### src/verilog/squeeze_consts.svh
// Sizes and host address map of the squeeze layer
// Included by both packages and by any RTL file that uses a size
`ifndef SQUEEZE_CONSTS_SVH
`define SQUEEZE_CONSTS_SVH

// Output channels, one MAC lane each
`define SQ_LANES 4
// Input channels per pixel
`define SQ_CHIN 4'd8
// Feature map side, 16 pixels in total
`define SQ_WOUT 4
// Q2.14 data width
`define SQ_DW 16
// AXI4-Lite widths
`define SQ_AW 12
`define SQ_AXI_DW 32

// Host address map, byte addresses
`define SQ_ADDR_CTRL 12'h000
`define SQ_ADDR_STATUS 12'h004
`define SQ_IFM_BASE 12'h400
`define SQ_OFM_BASE 12'h800
`define SQ_IFM_WORDS (`SQ_CHIN * `SQ_WOUT * `SQ_WOUT)
`define SQ_OFM_WORDS (`SQ_LANES * `SQ_WOUT * `SQ_WOUT)

// AXI response codes
`define SQ_RESP_OKAY 2'b00
`define SQ_RESP_SLVERR 2'b10

`endif

### src/verilog/squeeze_data_pkg.sv
// Fixed-point data types of the squeeze data path
// Q2.14 for pixels and weights, Q4.28 inside the MAC lanes
`include "squeeze_consts.svh"

package squeeze_data_pkg;

	// Q2.14 pixel or weight
	typedef logic signed [`SQ_DW-1:0] pix_t;

	// Q4.28 accumulator, product of two Q2.14 words
	typedef logic signed [2*`SQ_DW-1:0] acc_t;

	// One word per output channel
	typedef pix_t [`SQ_LANES-1:0] lane_pix_t;
	typedef acc_t [`SQ_LANES-1:0] lane_acc_t;

	// Input channel index, also the weight ROM address
	typedef logic [$clog2(`SQ_CHIN)-1:0] wadr_t;

	// Output pixel index
	typedef logic [$clog2(`SQ_WOUT*`SQ_WOUT)-1:0] pixidx_t;

endpackage

### src/verilog/squeeze_ctrl_pkg.sv
// Control and bus types: the feeder FSM states, the AXI4-Lite channels
// and the links between the host slave and the feature-map memories
`include "squeeze_consts.svh"

package squeeze_ctrl_pkg;

	// Input RAM sequencer
	typedef enum logic [1:0] {
		seq_idle,
		seq_run,
		seq_drain
	} seq_state_t;

	typedef logic [`SQ_AW-1:0] axi_addr_t;
	typedef logic [`SQ_AXI_DW-1:0] axi_data_t;
	typedef logic [$clog2(`SQ_IFM_WORDS)-1:0] ifm_addr_t;
	typedef logic [$clog2(`SQ_OFM_WORDS)-1:0] ofm_addr_t;

	// Host to slave, all five channels
	typedef struct packed {
		axi_addr_t awaddr;
		logic awvalid;
		axi_data_t wdata;
		logic [`SQ_AXI_DW/8-1:0] wstrb;
		logic wvalid;
		logic bready;
		axi_addr_t araddr;
		logic arvalid;
		logic rready;
	} axil_req_t;

	// Slave to host
	typedef struct packed {
		logic awready;
		logic wready;
		logic [1:0] bresp;
		logic bvalid;
		logic arready;
		axi_data_t rdata;
		logic [1:0] rresp;
		logic rvalid;
	} axil_rsp_t;

	// Input RAM write strobe
	typedef struct packed {
		logic valid;
		ifm_addr_t addr;
		squeeze_data_pkg::pix_t data;
	} ifm_wr_t;

	// Output RAM read request
	typedef struct packed {
		ofm_addr_t addr;
		logic re;
	} ofm_rd_t;

endpackage

### src/verilog/squeeze_weight_rom.sv
// Weight and bias tables of the squeeze layer, built from an arithmetic rule
// One registered read returns the weights of all lanes for one input channel
`timescale 1ns/1ps
`include "squeeze_consts.svh"

module squeeze_weight_rom (
	input  logic clk,
	input  squeeze_data_pkg::wadr_t addr,
	output squeeze_data_pkg::lane_pix_t weights,
	output squeeze_data_pkg::lane_acc_t bias
);

	// 256 * (k - 32), k spread over 0..63
	function automatic squeeze_data_pkg::pix_t weight_rule(int lane, int chan);
		int k;
		k = ((lane * `SQ_CHIN + chan) * 37) % 64;
		return squeeze_data_pkg::pix_t'(256 * (k - 32));
	endfunction

	// Q2.14 bias moved up to Q4.28
	function automatic squeeze_data_pkg::acc_t bias_rule(int lane);
		return squeeze_data_pkg::acc_t'((4096 * lane - 6144) * (1 << 14));
	endfunction

	// Registered read, all lanes at once
	always_ff @(posedge clk) begin
		for (int l = 0; l < `SQ_LANES; l++) begin
			weights[l] <= weight_rule(l, int'(addr));
		end
	end

	// Bias per lane is constant
	for (genvar l = 0; l < `SQ_LANES; l++) begin : g_bias
		assign bias[l] = bias_rule(l);
	end

endmodule

### src/verilog/squeeze_mac.sv
// One multiply-accumulate lane of the squeeze engine
// Sum of one pixel's channels is released on the clear pulse
`timescale 1ns/1ps

module squeeze_mac (
	input  logic clk,
	input  logic rst_n,
	input  logic layer_en,
	input  logic clr,
	input  squeeze_data_pkg::pix_t pix,
	input  squeeze_data_pkg::pix_t ker,
	output squeeze_data_pkg::acc_t mul_out
);

	squeeze_data_pkg::acc_t prod;
	squeeze_data_pkg::acc_t acc;

	// Q2.14 x Q2.14 gives Q4.28, signed on both sides
	assign prod = pix * ker;

	// Clear restarts with the first product of the next pixel
	always_ff @(posedge clk) begin
		if (!rst_n) begin
			acc <= '0;
		end else if (clr) begin
			acc <= layer_en ? prod : '0;
		end else if (layer_en) begin
			// wraps at 32 bits
			acc <= acc + prod;
		end
	end

	// Finished sum, held until the next clear
	always_ff @(posedge clk) begin
		if (clr) begin
			mul_out <= acc;
		end
	end

endmodule

### src/verilog/squeeze_layer.sv
// 1x1 squeeze convolution engine: channels of each pixel stream in on
// layer_en, SQ_LANES lanes accumulate, then bias, ReLU and Q2.14 truncation
`timescale 1ns/1ps
`include "squeeze_consts.svh"

module squeeze_layer (
	input  logic clk,
	input  logic rst_n,
	input  logic layer_en,
	input  squeeze_data_pkg::pix_t ifm,
	output logic sample,
	output logic finish,
	output squeeze_data_pkg::lane_pix_t ofm,
	output squeeze_data_pkg::pixidx_t pix_idx
);

	squeeze_data_pkg::wadr_t chan_cnt;
	squeeze_data_pkg::wadr_t rom_addr;
	squeeze_data_pkg::lane_pix_t weights;
	squeeze_data_pkg::lane_acc_t bias;
	squeeze_data_pkg::lane_acc_t mul_out;
	squeeze_data_pkg::pixidx_t pix_cnt;
	logic layer_en_d;
	logic layer_start;
	logic rom_clr;
	logic clr_pulse;
	logic clr_d;

	// Clamp negatives, else keep bits 28..14 with a zero sign
	function automatic squeeze_data_pkg::pix_t relu_trunc(squeeze_data_pkg::acc_t v);
		if (v[2*`SQ_DW-1]) begin
			return '0;
		end
		return {1'b0, v[2*`SQ_DW-4 -: `SQ_DW-1]};
	endfunction

	//////////////////////////////////////////////////
	// Weight addressing and clear pulse
	//////////////////////////////////////////////////

	// First enable of a layer always starts at channel 0
	assign layer_start = layer_en && !layer_en_d;
	assign rom_addr = layer_start ? '0 : chan_cnt;

	squeeze_weight_rom i_rom (
		.clk(clk),
		.addr(rom_addr),
		.weights(weights),
		.bias(bias)
	);

	// Weights come out of the ROM register together with ifm and layer_en_d
	always_ff @(posedge clk) begin
		if (!rst_n) begin
			chan_cnt <= '0;
			layer_en_d <= 1'b0;
			rom_clr <= 1'b0;
			clr_pulse <= 1'b0;
			clr_d <= 1'b0;
		end else begin
			layer_en_d <= layer_en;
			if (layer_en) begin
				chan_cnt <= rom_addr + squeeze_data_pkg::wadr_t'(1);
			end
			// Last channel of a pixel seen
			rom_clr <= layer_en && (rom_addr == squeeze_data_pkg::wadr_t'(`SQ_CHIN - 1));
			// Lines up with the last product entering the lanes
			clr_pulse <= rom_clr;
			// Lane sums valid in this cycle
			clr_d <= clr_pulse;
		end
	end

	//////////////////////////////////////////////////
	// MAC lanes
	//////////////////////////////////////////////////

	for (genvar l = 0; l < `SQ_LANES; l++) begin : g_lane
		squeeze_mac i_mac (
			.clk(clk),
			.rst_n(rst_n),
			.layer_en(layer_en_d),
			.clr(clr_pulse),
			.pix(ifm),
			.ker(weights[l]),
			.mul_out(mul_out[l])
		);
	end

	//////////////////////////////////////////////////
	// Bias, ReLU, truncation and layer end
	//////////////////////////////////////////////////

	always_ff @(posedge clk) begin
		if (clr_d) begin
			for (int l = 0; l < `SQ_LANES; l++) begin
				ofm[l] <= relu_trunc(mul_out[l] + bias[l]);
			end
		end
	end

	// sample comes with ofm, one pixel per pulse
	always_ff @(posedge clk) begin
		if (!rst_n) begin
			sample <= 1'b0;
			finish <= 1'b0;
			pix_cnt <= '0;
		end else begin
			sample <= clr_d;
			// One pulse after the last pixel is out
			finish <= sample && (pix_cnt == squeeze_data_pkg::pixidx_t'(`SQ_WOUT*`SQ_WOUT - 1));
			if (layer_start) begin
				pix_cnt <= '0;
			end else if (sample) begin
				pix_cnt <= pix_cnt + squeeze_data_pkg::pixidx_t'(1);
			end
		end
	end

	assign pix_idx = pix_cnt;

endmodule

### src/verilog/squeeze_fmap_mem.sv
// Input and output feature-map RAMs of the squeeze layer
// Feeds the engine one channel per cycle after start, stores each sampled pixel
`timescale 1ns/1ps
`include "squeeze_consts.svh"

module squeeze_fmap_mem (
	input  logic clk,
	input  logic rst_n,
	input  logic start,
	input  squeeze_ctrl_pkg::ifm_wr_t ifm_wr,
	input  squeeze_ctrl_pkg::ofm_rd_t ofm_rd,
	output squeeze_data_pkg::pix_t ofm_rdata,
	output logic layer_en,
	output squeeze_data_pkg::pix_t ifm,
	input  logic sample,
	input  squeeze_data_pkg::lane_pix_t ofm,
	input  squeeze_data_pkg::pixidx_t pix_idx
);

	squeeze_data_pkg::pix_t ifm_ram [`SQ_IFM_WORDS];
	// One row per pixel, one word per lane
	squeeze_data_pkg::lane_pix_t ofm_ram [`SQ_WOUT*`SQ_WOUT];
	squeeze_ctrl_pkg::seq_state_t state;
	squeeze_ctrl_pkg::ifm_addr_t rd_cnt;
	squeeze_data_pkg::pixidx_t rd_row;
	logic [$clog2(`SQ_LANES)-1:0] rd_lane;

	//////////////////////////////////////////////////
	// Input RAM and feeder
	//////////////////////////////////////////////////

	// Host writes, only while idle
	always_ff @(posedge clk) begin
		if (ifm_wr.valid) begin
			ifm_ram[ifm_wr.addr] <= ifm_wr.data;
		end
	end

	// Feeder FSM, 128 run cycles per layer
	always_ff @(posedge clk) begin
		if (!rst_n) begin
			state <= squeeze_ctrl_pkg::seq_idle;
			rd_cnt <= '0;
		end else begin
			case (state)
				squeeze_ctrl_pkg::seq_idle: begin
					rd_cnt <= '0;
					if (start) begin
						state <= squeeze_ctrl_pkg::seq_run;
					end
				end
				squeeze_ctrl_pkg::seq_run: begin
					rd_cnt <= rd_cnt + squeeze_ctrl_pkg::ifm_addr_t'(1);
					if (rd_cnt == squeeze_ctrl_pkg::ifm_addr_t'(`SQ_IFM_WORDS - 1)) begin
						state <= squeeze_ctrl_pkg::seq_drain;
					end
				end
				// Last word leaves the read register
				squeeze_ctrl_pkg::seq_drain: state <= squeeze_ctrl_pkg::seq_idle;
				default: state <= squeeze_ctrl_pkg::seq_idle;
			endcase
		end
	end

	assign layer_en = (state == squeeze_ctrl_pkg::seq_run);

	// Synchronous read, one cycle behind layer_en
	always_ff @(posedge clk) begin
		if (layer_en) begin
			ifm <= ifm_ram[rd_cnt];
		end
	end

	//////////////////////////////////////////////////
	// Output RAM
	//////////////////////////////////////////////////

	// All lanes of one pixel in one write
	always_ff @(posedge clk) begin
		if (sample) begin
			ofm_ram[pix_idx] <= ofm;
		end
	end

	// Word index is pixel * lanes + lane
	assign rd_lane = ofm_rd.addr[$clog2(`SQ_LANES)-1:0];
	assign rd_row = ofm_rd.addr[$clog2(`SQ_LANES) +: $bits(squeeze_data_pkg::pixidx_t)];

	// Host read, one cycle latency
	always_ff @(posedge clk) begin
		if (ofm_rd.re) begin
			ofm_rdata <= ofm_ram[rd_row][rd_lane];
		end
	end

endmodule

### src/verilog/squeeze_axil_regs.sv
// AXI4-Lite slave of the squeeze layer: control/status registers, input map
// writes and output map reads, with busy/done kept across a layer run
`timescale 1ns/1ps
`include "squeeze_consts.svh"

module squeeze_axil_regs (
	input  logic clk,
	input  logic rst_n,
	input  squeeze_ctrl_pkg::axil_req_t req,
	output squeeze_ctrl_pkg::axil_rsp_t rsp,
	output logic start,
	input  logic finish,
	output squeeze_ctrl_pkg::ifm_wr_t ifm_wr,
	output squeeze_ctrl_pkg::ofm_rd_t ofm_rd,
	input  squeeze_data_pkg::pix_t ofm_rdata
);

	logic aw_ctrl, aw_status, aw_ifm, aw_ofm, aw_ok;
	logic ar_ctrl, ar_status, ar_ifm, ar_ofm, ar_ok;
	logic wr_hs, rd_hs, wr_lanes;
	logic awready, wready, bvalid, arready, rvalid, rd_wait;
	logic [1:0] bresp, rresp;
	squeeze_ctrl_pkg::axi_data_t rdata;
	logic busy, done;
	logic ifm_we;
	squeeze_ctrl_pkg::ifm_addr_t ifm_addr;
	squeeze_data_pkg::pix_t ifm_data;

	//////////////////////////////////////////////////
	// Address decode
	//////////////////////////////////////////////////

	assign aw_ctrl = (req.awaddr == `SQ_ADDR_CTRL);
	assign aw_status = (req.awaddr == `SQ_ADDR_STATUS);
	assign aw_ifm = (req.awaddr >= `SQ_IFM_BASE) &&
		(req.awaddr < `SQ_IFM_BASE + 4 * `SQ_IFM_WORDS);
	assign aw_ofm = (req.awaddr >= `SQ_OFM_BASE) &&
		(req.awaddr < `SQ_OFM_BASE + 4 * `SQ_OFM_WORDS);
	assign aw_ok = aw_ctrl || aw_status || aw_ifm || aw_ofm;

	assign ar_ctrl = (req.araddr == `SQ_ADDR_CTRL);
	assign ar_status = (req.araddr == `SQ_ADDR_STATUS);
	assign ar_ifm = (req.araddr >= `SQ_IFM_BASE) &&
		(req.araddr < `SQ_IFM_BASE + 4 * `SQ_IFM_WORDS);
	assign ar_ofm = (req.araddr >= `SQ_OFM_BASE) &&
		(req.araddr < `SQ_OFM_BASE + 4 * `SQ_OFM_WORDS);
	assign ar_ok = ar_ctrl || ar_status || ar_ifm || ar_ofm;

	// Low half carries all the data
	assign wr_lanes = |req.wstrb[1:0];

	//////////////////////////////////////////////////
	// Write channel
	//////////////////////////////////////////////////

	assign wr_hs = awready && wready && req.awvalid && req.wvalid;

	// AW and W taken together, one beat in flight
	always_ff @(posedge clk) begin
		if (!rst_n) begin
			awready <= 1'b0;
			wready <= 1'b0;
			bvalid <= 1'b0;
		end else begin
			if (bvalid && req.bready) begin
				bvalid <= 1'b0;
			end
			if (wr_hs) begin
				awready <= 1'b0;
				wready <= 1'b0;
				bvalid <= 1'b1;
			end else if (!awready && !bvalid && req.awvalid && req.wvalid) begin
				awready <= 1'b1;
				wready <= 1'b1;
			end
		end
	end

	always_ff @(posedge clk) begin
		if (wr_hs) begin
			bresp <= aw_ok ? `SQ_RESP_OKAY : `SQ_RESP_SLVERR;
		end
	end

	// Start only from idle, finish ends the run
	always_ff @(posedge clk) begin
		if (!rst_n) begin
			start <= 1'b0;
			busy <= 1'b0;
			done <= 1'b0;
			ifm_we <= 1'b0;
		end else begin
			start <= 1'b0;
			// Input map frozen while the layer runs
			ifm_we <= wr_hs && aw_ifm && wr_lanes && !busy;
			if (wr_hs && aw_ctrl && wr_lanes && req.wdata[0] && !busy) begin
				start <= 1'b1;
				busy <= 1'b1;
				done <= 1'b0;
			end else if (finish) begin
				busy <= 1'b0;
				done <= 1'b1;
			end
		end
	end

	// Base is aligned, word index is the low address bits
	always_ff @(posedge clk) begin
		if (wr_hs) begin
			ifm_addr <= req.awaddr[2 +: $bits(squeeze_ctrl_pkg::ifm_addr_t)];
			ifm_data <= req.wdata[`SQ_DW-1:0];
		end
	end

	assign ifm_wr = '{valid: ifm_we, addr: ifm_addr, data: ifm_data};

	//////////////////////////////////////////////////
	// Read channel
	//////////////////////////////////////////////////

	assign rd_hs = arready && req.arvalid;

	// Output RAM read goes out on the AR handshake
	assign ofm_rd = '{
		addr: req.araddr[2 +: $bits(squeeze_ctrl_pkg::ofm_addr_t)],
		re: rd_hs && ar_ofm
	};

	always_ff @(posedge clk) begin
		if (!rst_n) begin
			arready <= 1'b0;
			rvalid <= 1'b0;
			rd_wait <= 1'b0;
		end else begin
			if (rvalid && req.rready) begin
				rvalid <= 1'b0;
			end
			if (rd_hs) begin
				arready <= 1'b0;
				// RAM data one cycle later
				if (ar_ofm) begin
					rd_wait <= 1'b1;
				end else begin
					rvalid <= 1'b1;
				end
			end else if (!arready && !rvalid && !rd_wait && req.arvalid) begin
				arready <= 1'b1;
			end
			if (rd_wait) begin
				rd_wait <= 1'b0;
				rvalid <= 1'b1;
			end
		end
	end

	// Control and input map read back as zero
	always_ff @(posedge clk) begin
		if (rd_hs) begin
			rresp <= ar_ok ? `SQ_RESP_OKAY : `SQ_RESP_SLVERR;
			rdata <= ar_status ? {{(`SQ_AXI_DW-2){1'b0}}, done, busy} : '0;
		end else if (rd_wait) begin
			rdata <= {{(`SQ_AXI_DW-`SQ_DW){1'b0}}, ofm_rdata};
		end
	end

	assign rsp = '{
		awready: awready,
		wready: wready,
		bresp: bresp,
		bvalid: bvalid,
		arready: arready,
		rdata: rdata,
		rresp: rresp,
		rvalid: rvalid
	};

endmodule

### src/verilog/squeeze_top.sv
// Top level of the squeeze layer accelerator
// Host loads the input map, starts the layer and reads results over AXI4-Lite
`timescale 1ns/1ps

module squeeze_top (
	input  logic clk,
	input  logic rst_n,
	input  squeeze_ctrl_pkg::axil_req_t axil_req,
	output squeeze_ctrl_pkg::axil_rsp_t axil_rsp
);

	// Slave to memories
	logic start;
	logic finish;
	squeeze_ctrl_pkg::ifm_wr_t ifm_wr;
	squeeze_ctrl_pkg::ofm_rd_t ofm_rd;
	squeeze_data_pkg::pix_t ofm_rdata;

	// Memories to engine and back
	logic layer_en;
	logic sample;
	squeeze_data_pkg::pix_t ifm;
	squeeze_data_pkg::lane_pix_t ofm;
	squeeze_data_pkg::pixidx_t pix_idx;

	squeeze_axil_regs i_regs (
		.clk(clk),
		.rst_n(rst_n),
		.req(axil_req),
		.rsp(axil_rsp),
		.start(start),
		.finish(finish),
		.ifm_wr(ifm_wr),
		.ofm_rd(ofm_rd),
		.ofm_rdata(ofm_rdata)
	);

	squeeze_fmap_mem i_mem (
		.clk(clk),
		.rst_n(rst_n),
		.start(start),
		.ifm_wr(ifm_wr),
		.ofm_rd(ofm_rd),
		.ofm_rdata(ofm_rdata),
		.layer_en(layer_en),
		.ifm(ifm),
		.sample(sample),
		.ofm(ofm),
		.pix_idx(pix_idx)
	);

	squeeze_layer i_layer (
		.clk(clk),
		.rst_n(rst_n),
		.layer_en(layer_en),
		.ifm(ifm),
		.sample(sample),
		.finish(finish),
		.ofm(ofm),
		.pix_idx(pix_idx)
	);

endmodule

### config.mk
export PLATFORM = sky130hd
export DESIGN_NAME = squeeze_top
export DESIGN_NICKNAME = d
export VERILOG_FILES = /design/src/verilog/squeeze_data_pkg.sv /design/src/verilog/squeeze_ctrl_pkg.sv /design/src/verilog/squeeze_weight_rom.sv /design/src/verilog/squeeze_mac.sv /design/src/verilog/squeeze_layer.sv /design/src/verilog/squeeze_fmap_mem.sv /design/src/verilog/squeeze_axil_regs.sv /design/src/verilog/squeeze_top.sv
export VERILOG_INCLUDE_DIRS = /design/src /design/src/verilog
export SDC_FILE = /design/constraint.sdc
export NUM_CORES = 2
export LEC_CHECK = 0
export BUFFER_PORTS_ARGS = -buffer_cell sky130_fd_sc_hd__buf_2
export CORE_UTILIZATION = 60
export CTS_BUF_LIST = sky130_fd_sc_hd__clkbuf_2 sky130_fd_sc_hd__clkbuf_4 sky130_fd_sc_hd__clkbuf_8
export DETAILED_ROUTE_END_ITERATION = 7
export HOLD_SLACK_MARGIN = 0.05
export PLACE_DENSITY = 0.79
export SYNTH_ARGS = -nofsm -noshare
export SYNTH_HDL_FRONTEND = slang
export SYNTH_SLANG_ARGS = --single-unit
### constraint.sdc
create_clock -name clk -period 7.56 [get_ports clk]
set_clock_uncertainty 0.1 [all_clocks]
set_input_delay 1.134 -clock clk [delete_from_list [all_inputs] [get_ports clk]]
set_output_delay 1.134 -clock clk [all_outputs]
set_load 0.02 [all_outputs]
==> impl_metrics.tcl <==
set metrics [dict create \
    critPathCaptureType "flop" \
    ys_seq_elements 3351 \
    grt_pass1_wl_um 492000 \
    synth-edff-count 3211 \
    ys.flop_type "edfxtp_1" \
    root_buffer "clkbuf_8" \
    post_drt_via_cell_ratio 6.34 \
    outcome "finished, violations left" \
    core_region_area_mm2 0.241 \
    syn_area_mm2 0.145 \
    vias 74900 \
    setup_slack_ps 239 \
    setup_viol 0 \
    layout.cells.non_filler 11800 \
    postLayoutCoreUtil_pct 67.0 \
    synth_mux_area_share_pct 15.6 \
    ir_drop_uv 193 \
    final_common_cell "edfxtp_1" \
    synth_top_family_by_area "multiplexers" \
    async_reset_ff_share_pct 0 \
    crit_required_ps 8300 \
    powerDensity_mw_per_mm2 220 \
    synth_cell_types 80 \
    maxCapViolCount 0 \
    drc_errors 1 \
    synth_fa_ha_area_share_pct 6.44 \
    finalCritPeriodShare_pct 96.8 \
    htreeDepth 6 \
    wl_per_cell_um 28.2 \
    setup_tns_ps 0 \
    mostFrequentLayoutCells "3211 x edfxtp_1, 988 x mux4_2, 550 x clkbuf_8" \
    rsz0062_at_grt "yes" \
    grt_max_degree 144 \
    port_buffers 70 \
    io_pins 108 \
    synth_compound_area_share_pct 2.62 \
    p_leak_nw 53.9 \
    cts_sinks 3351 \
    gp_congestion 0.911 \
    clkSlewWorstSetupHoldPaths_ps 60 \
    finalMaxSlewViolations 0 \
    syn_inst 7690 \
    tightest_slew_ps 1340 \
    criticalPathCategory "flop to flop" \
    antenna_found_initial 13 \
    wl_um 334000 \
    violations "design-rule violations" \
    die_x_um 494 \
    numCtsBuffers 536 \
    dp.cells 10900 \
    die_y_um 494 \
    grt_use_total_pct 27.6 \
    ys_seq_area_share_pct 68.2 \
    rows 180 \
    fin_nets 8861 \
    fin_crit_ps 7320 \
    area_delta_synth_final_pct 10.8 \
    drive_above_1_share_pct 26.4 \
    die_area_mm2 0.244 \
    relSlewSlack_pct 10.4 \
    ant_nets 0 \
    clk_latency_ps 1110 \
    drt_iter0_drc 7930 \
    synth_xor_area_share_pct 1.06 \
    avgSynthCellArea_um2 18.9 \
    firstDrtPassIters 8 \
    yosys_warnings 0 \
    max_clock_freq_ghz 0.137 \
    fill_cells 14800 \
    first_global_vias 77600 \
    hold_depth 1 \
    dpl_worst_slack_ps 44.2 \
    reg2regPathDepth 27 \
    start_util_pct 60.4 \
    startpoint_type "flop" \
    cts_tree "built" \
    synthSimpleGateAreaFrac_pct 3.62 \
    cp_max_fo 9 \
    hold_violations 0 \
    grt_overflow_total 0 \
    place_hpwl_um 202000 \
    hold_path_class "input pin to flop" \
    critPathArrivalTime_ps 8060 \
    clock_path_buffers 4 \
]
==> path summary, 6_finish.rpt <==
path                            slack, ps                                           end                        startpoint
worst min register to register        350              i_layer.chan_cnt[1]$_SDFFE_PN0P_  i_layer.chan_cnt[1]$_SDFFE_PN0P_
worst max register to register        240  i_layer.g_lane[3].i_mac.acc[31]$_SDFFE_PN0P_            i_mem.ifm[6]$_DFFE_PP_
worst min-delay path                  140                  i_regs.ifm_addr[6]$_DFFE_PP_                      axil_req[61]
worst max-delay path                  240  i_layer.g_lane[3].i_mac.acc[31]$_SDFFE_PN0P_            i_mem.ifm[6]$_DFFE_PP_
==> flip-flops by register name, indices dropped and copies added, names as in the netlist, 15 cells and up <==
signal	count
i_layer.g_lane.i_mac.acc	96
i_mem.ifm	16
i_regs.ifm_data	16
i_mem.ofm_rdata	15
i_regs.rdata	15
i_layer.g_lane.i_mac.mul_out	72
i_mem.ifm_ram	2048
i_layer.ofm	60
i_mem.ofm_ram	960
==> timing repair <==
item / 4_1_cts / 5_1_grt
buffers inserted: 1 / 6
hold buffers: 12 / 0
pin swaps: 0 / 5
resized for setup: 1 / 36
setup endpoints to repair: 1 / 17
endpoints found under the hold margin: 12 / 0
==> Yosys cell counts (120+ instances only) <==
cell type,n,area share (%)
xnor2_1,120,0.72
clkbuf_1,240,0.62
nand2_1,185,0.48
o21ai_0,144,0.50
and2_1,251,1.1
fa_1,312,4.3
mux4_2,988,15
a21oi_1,158,0.54
nor2_1,374,0.97
inv_1,542,1.4
edfxtp_1,3211,66
dfxtp_1,140,1.9
ha_1,249,2.1
==> power by group <==
part | total [mW] | switching, mW | internal, mW
sequential | 20.1 | 0.0121 | 20.1
combinational | 0.458 | 0.253 | 0.205
clock | 15.0 | 6.92 | 8.04
total | 35.5 | 7.19 | 28.3
==> layer usage <==
layer / routed length [um] / global-route usage (%) / part of all wire [%]
met1: 122000 / 36.5 / 37
met2: 168000 / 46.0 / 50
met3: 29900 / 4.96 / 9.0
met4: 13400 / 10.6 / 4.0
met5: 49 / 0 / 0.015
==> cell families after synthesis <==
| logic type | count (synthesis) |
|---|---|
| flip-flops | 3351 |
| adder cells (fa/ha/maj) | 561 |
| AND/OR/NAND/NOR | 1076 |
| multiplexers | 1032 |
| other | 1 |
| buffers and inverters | 901 |
| AO/OA/AOI/OAI | 593 |
| XOR/XNOR | 175 |
==> layout make-up <==
type	instances	area, um2	area share, %
flip-flops and latches	3351	99300	61.6
multi-input cells	3456	43100	26.7
clock buffers	718	8830	5.48
well taps	3185	3990	2.47
repair buffers	344	2610	1.62
inverters	544	2040	1.27
clock inverters	208	1400	0.865
diodes	8	20.0	0.0124
==> worst max-delay path, cell delays in order (launching register included) <==
cell      delay [ps]
edfxtp_1         510
buf_4            230
and2_1           160
fa_1             540
inv_1             50
fa_1             500
inv_1             50
fa_1             490
inv_1             50
fa_1             490
inv_1             40
ha_1             360
a21o_1           190
a21oi_1          220
o221ai_1         240
a21oi_2          290
o21bai_1          90
a21oi_1          170
xnor2_1          210
ha_1             340
nor2b_1          170
or4_1            460
a311oi_4         310
o31a_1           180
o21ai_0          160
nor3b_1          190
o21ai_0          180
a31oi_1          100
==> per-stage QoR <==
step / power (mW) / area (um2) / hold slack, ps
floorplan: 20.8 / 146000 / 312
global placement: 20.9 / 151000 / 341
detailed placement: 20.9 / 151000 / 346
CTS: 35.7 / 161000 / 55.7
global route: 36.5 / 161000 / 86.8
finish: 35.5 / 161000 / 136
(Power assumes the default switching activity.)
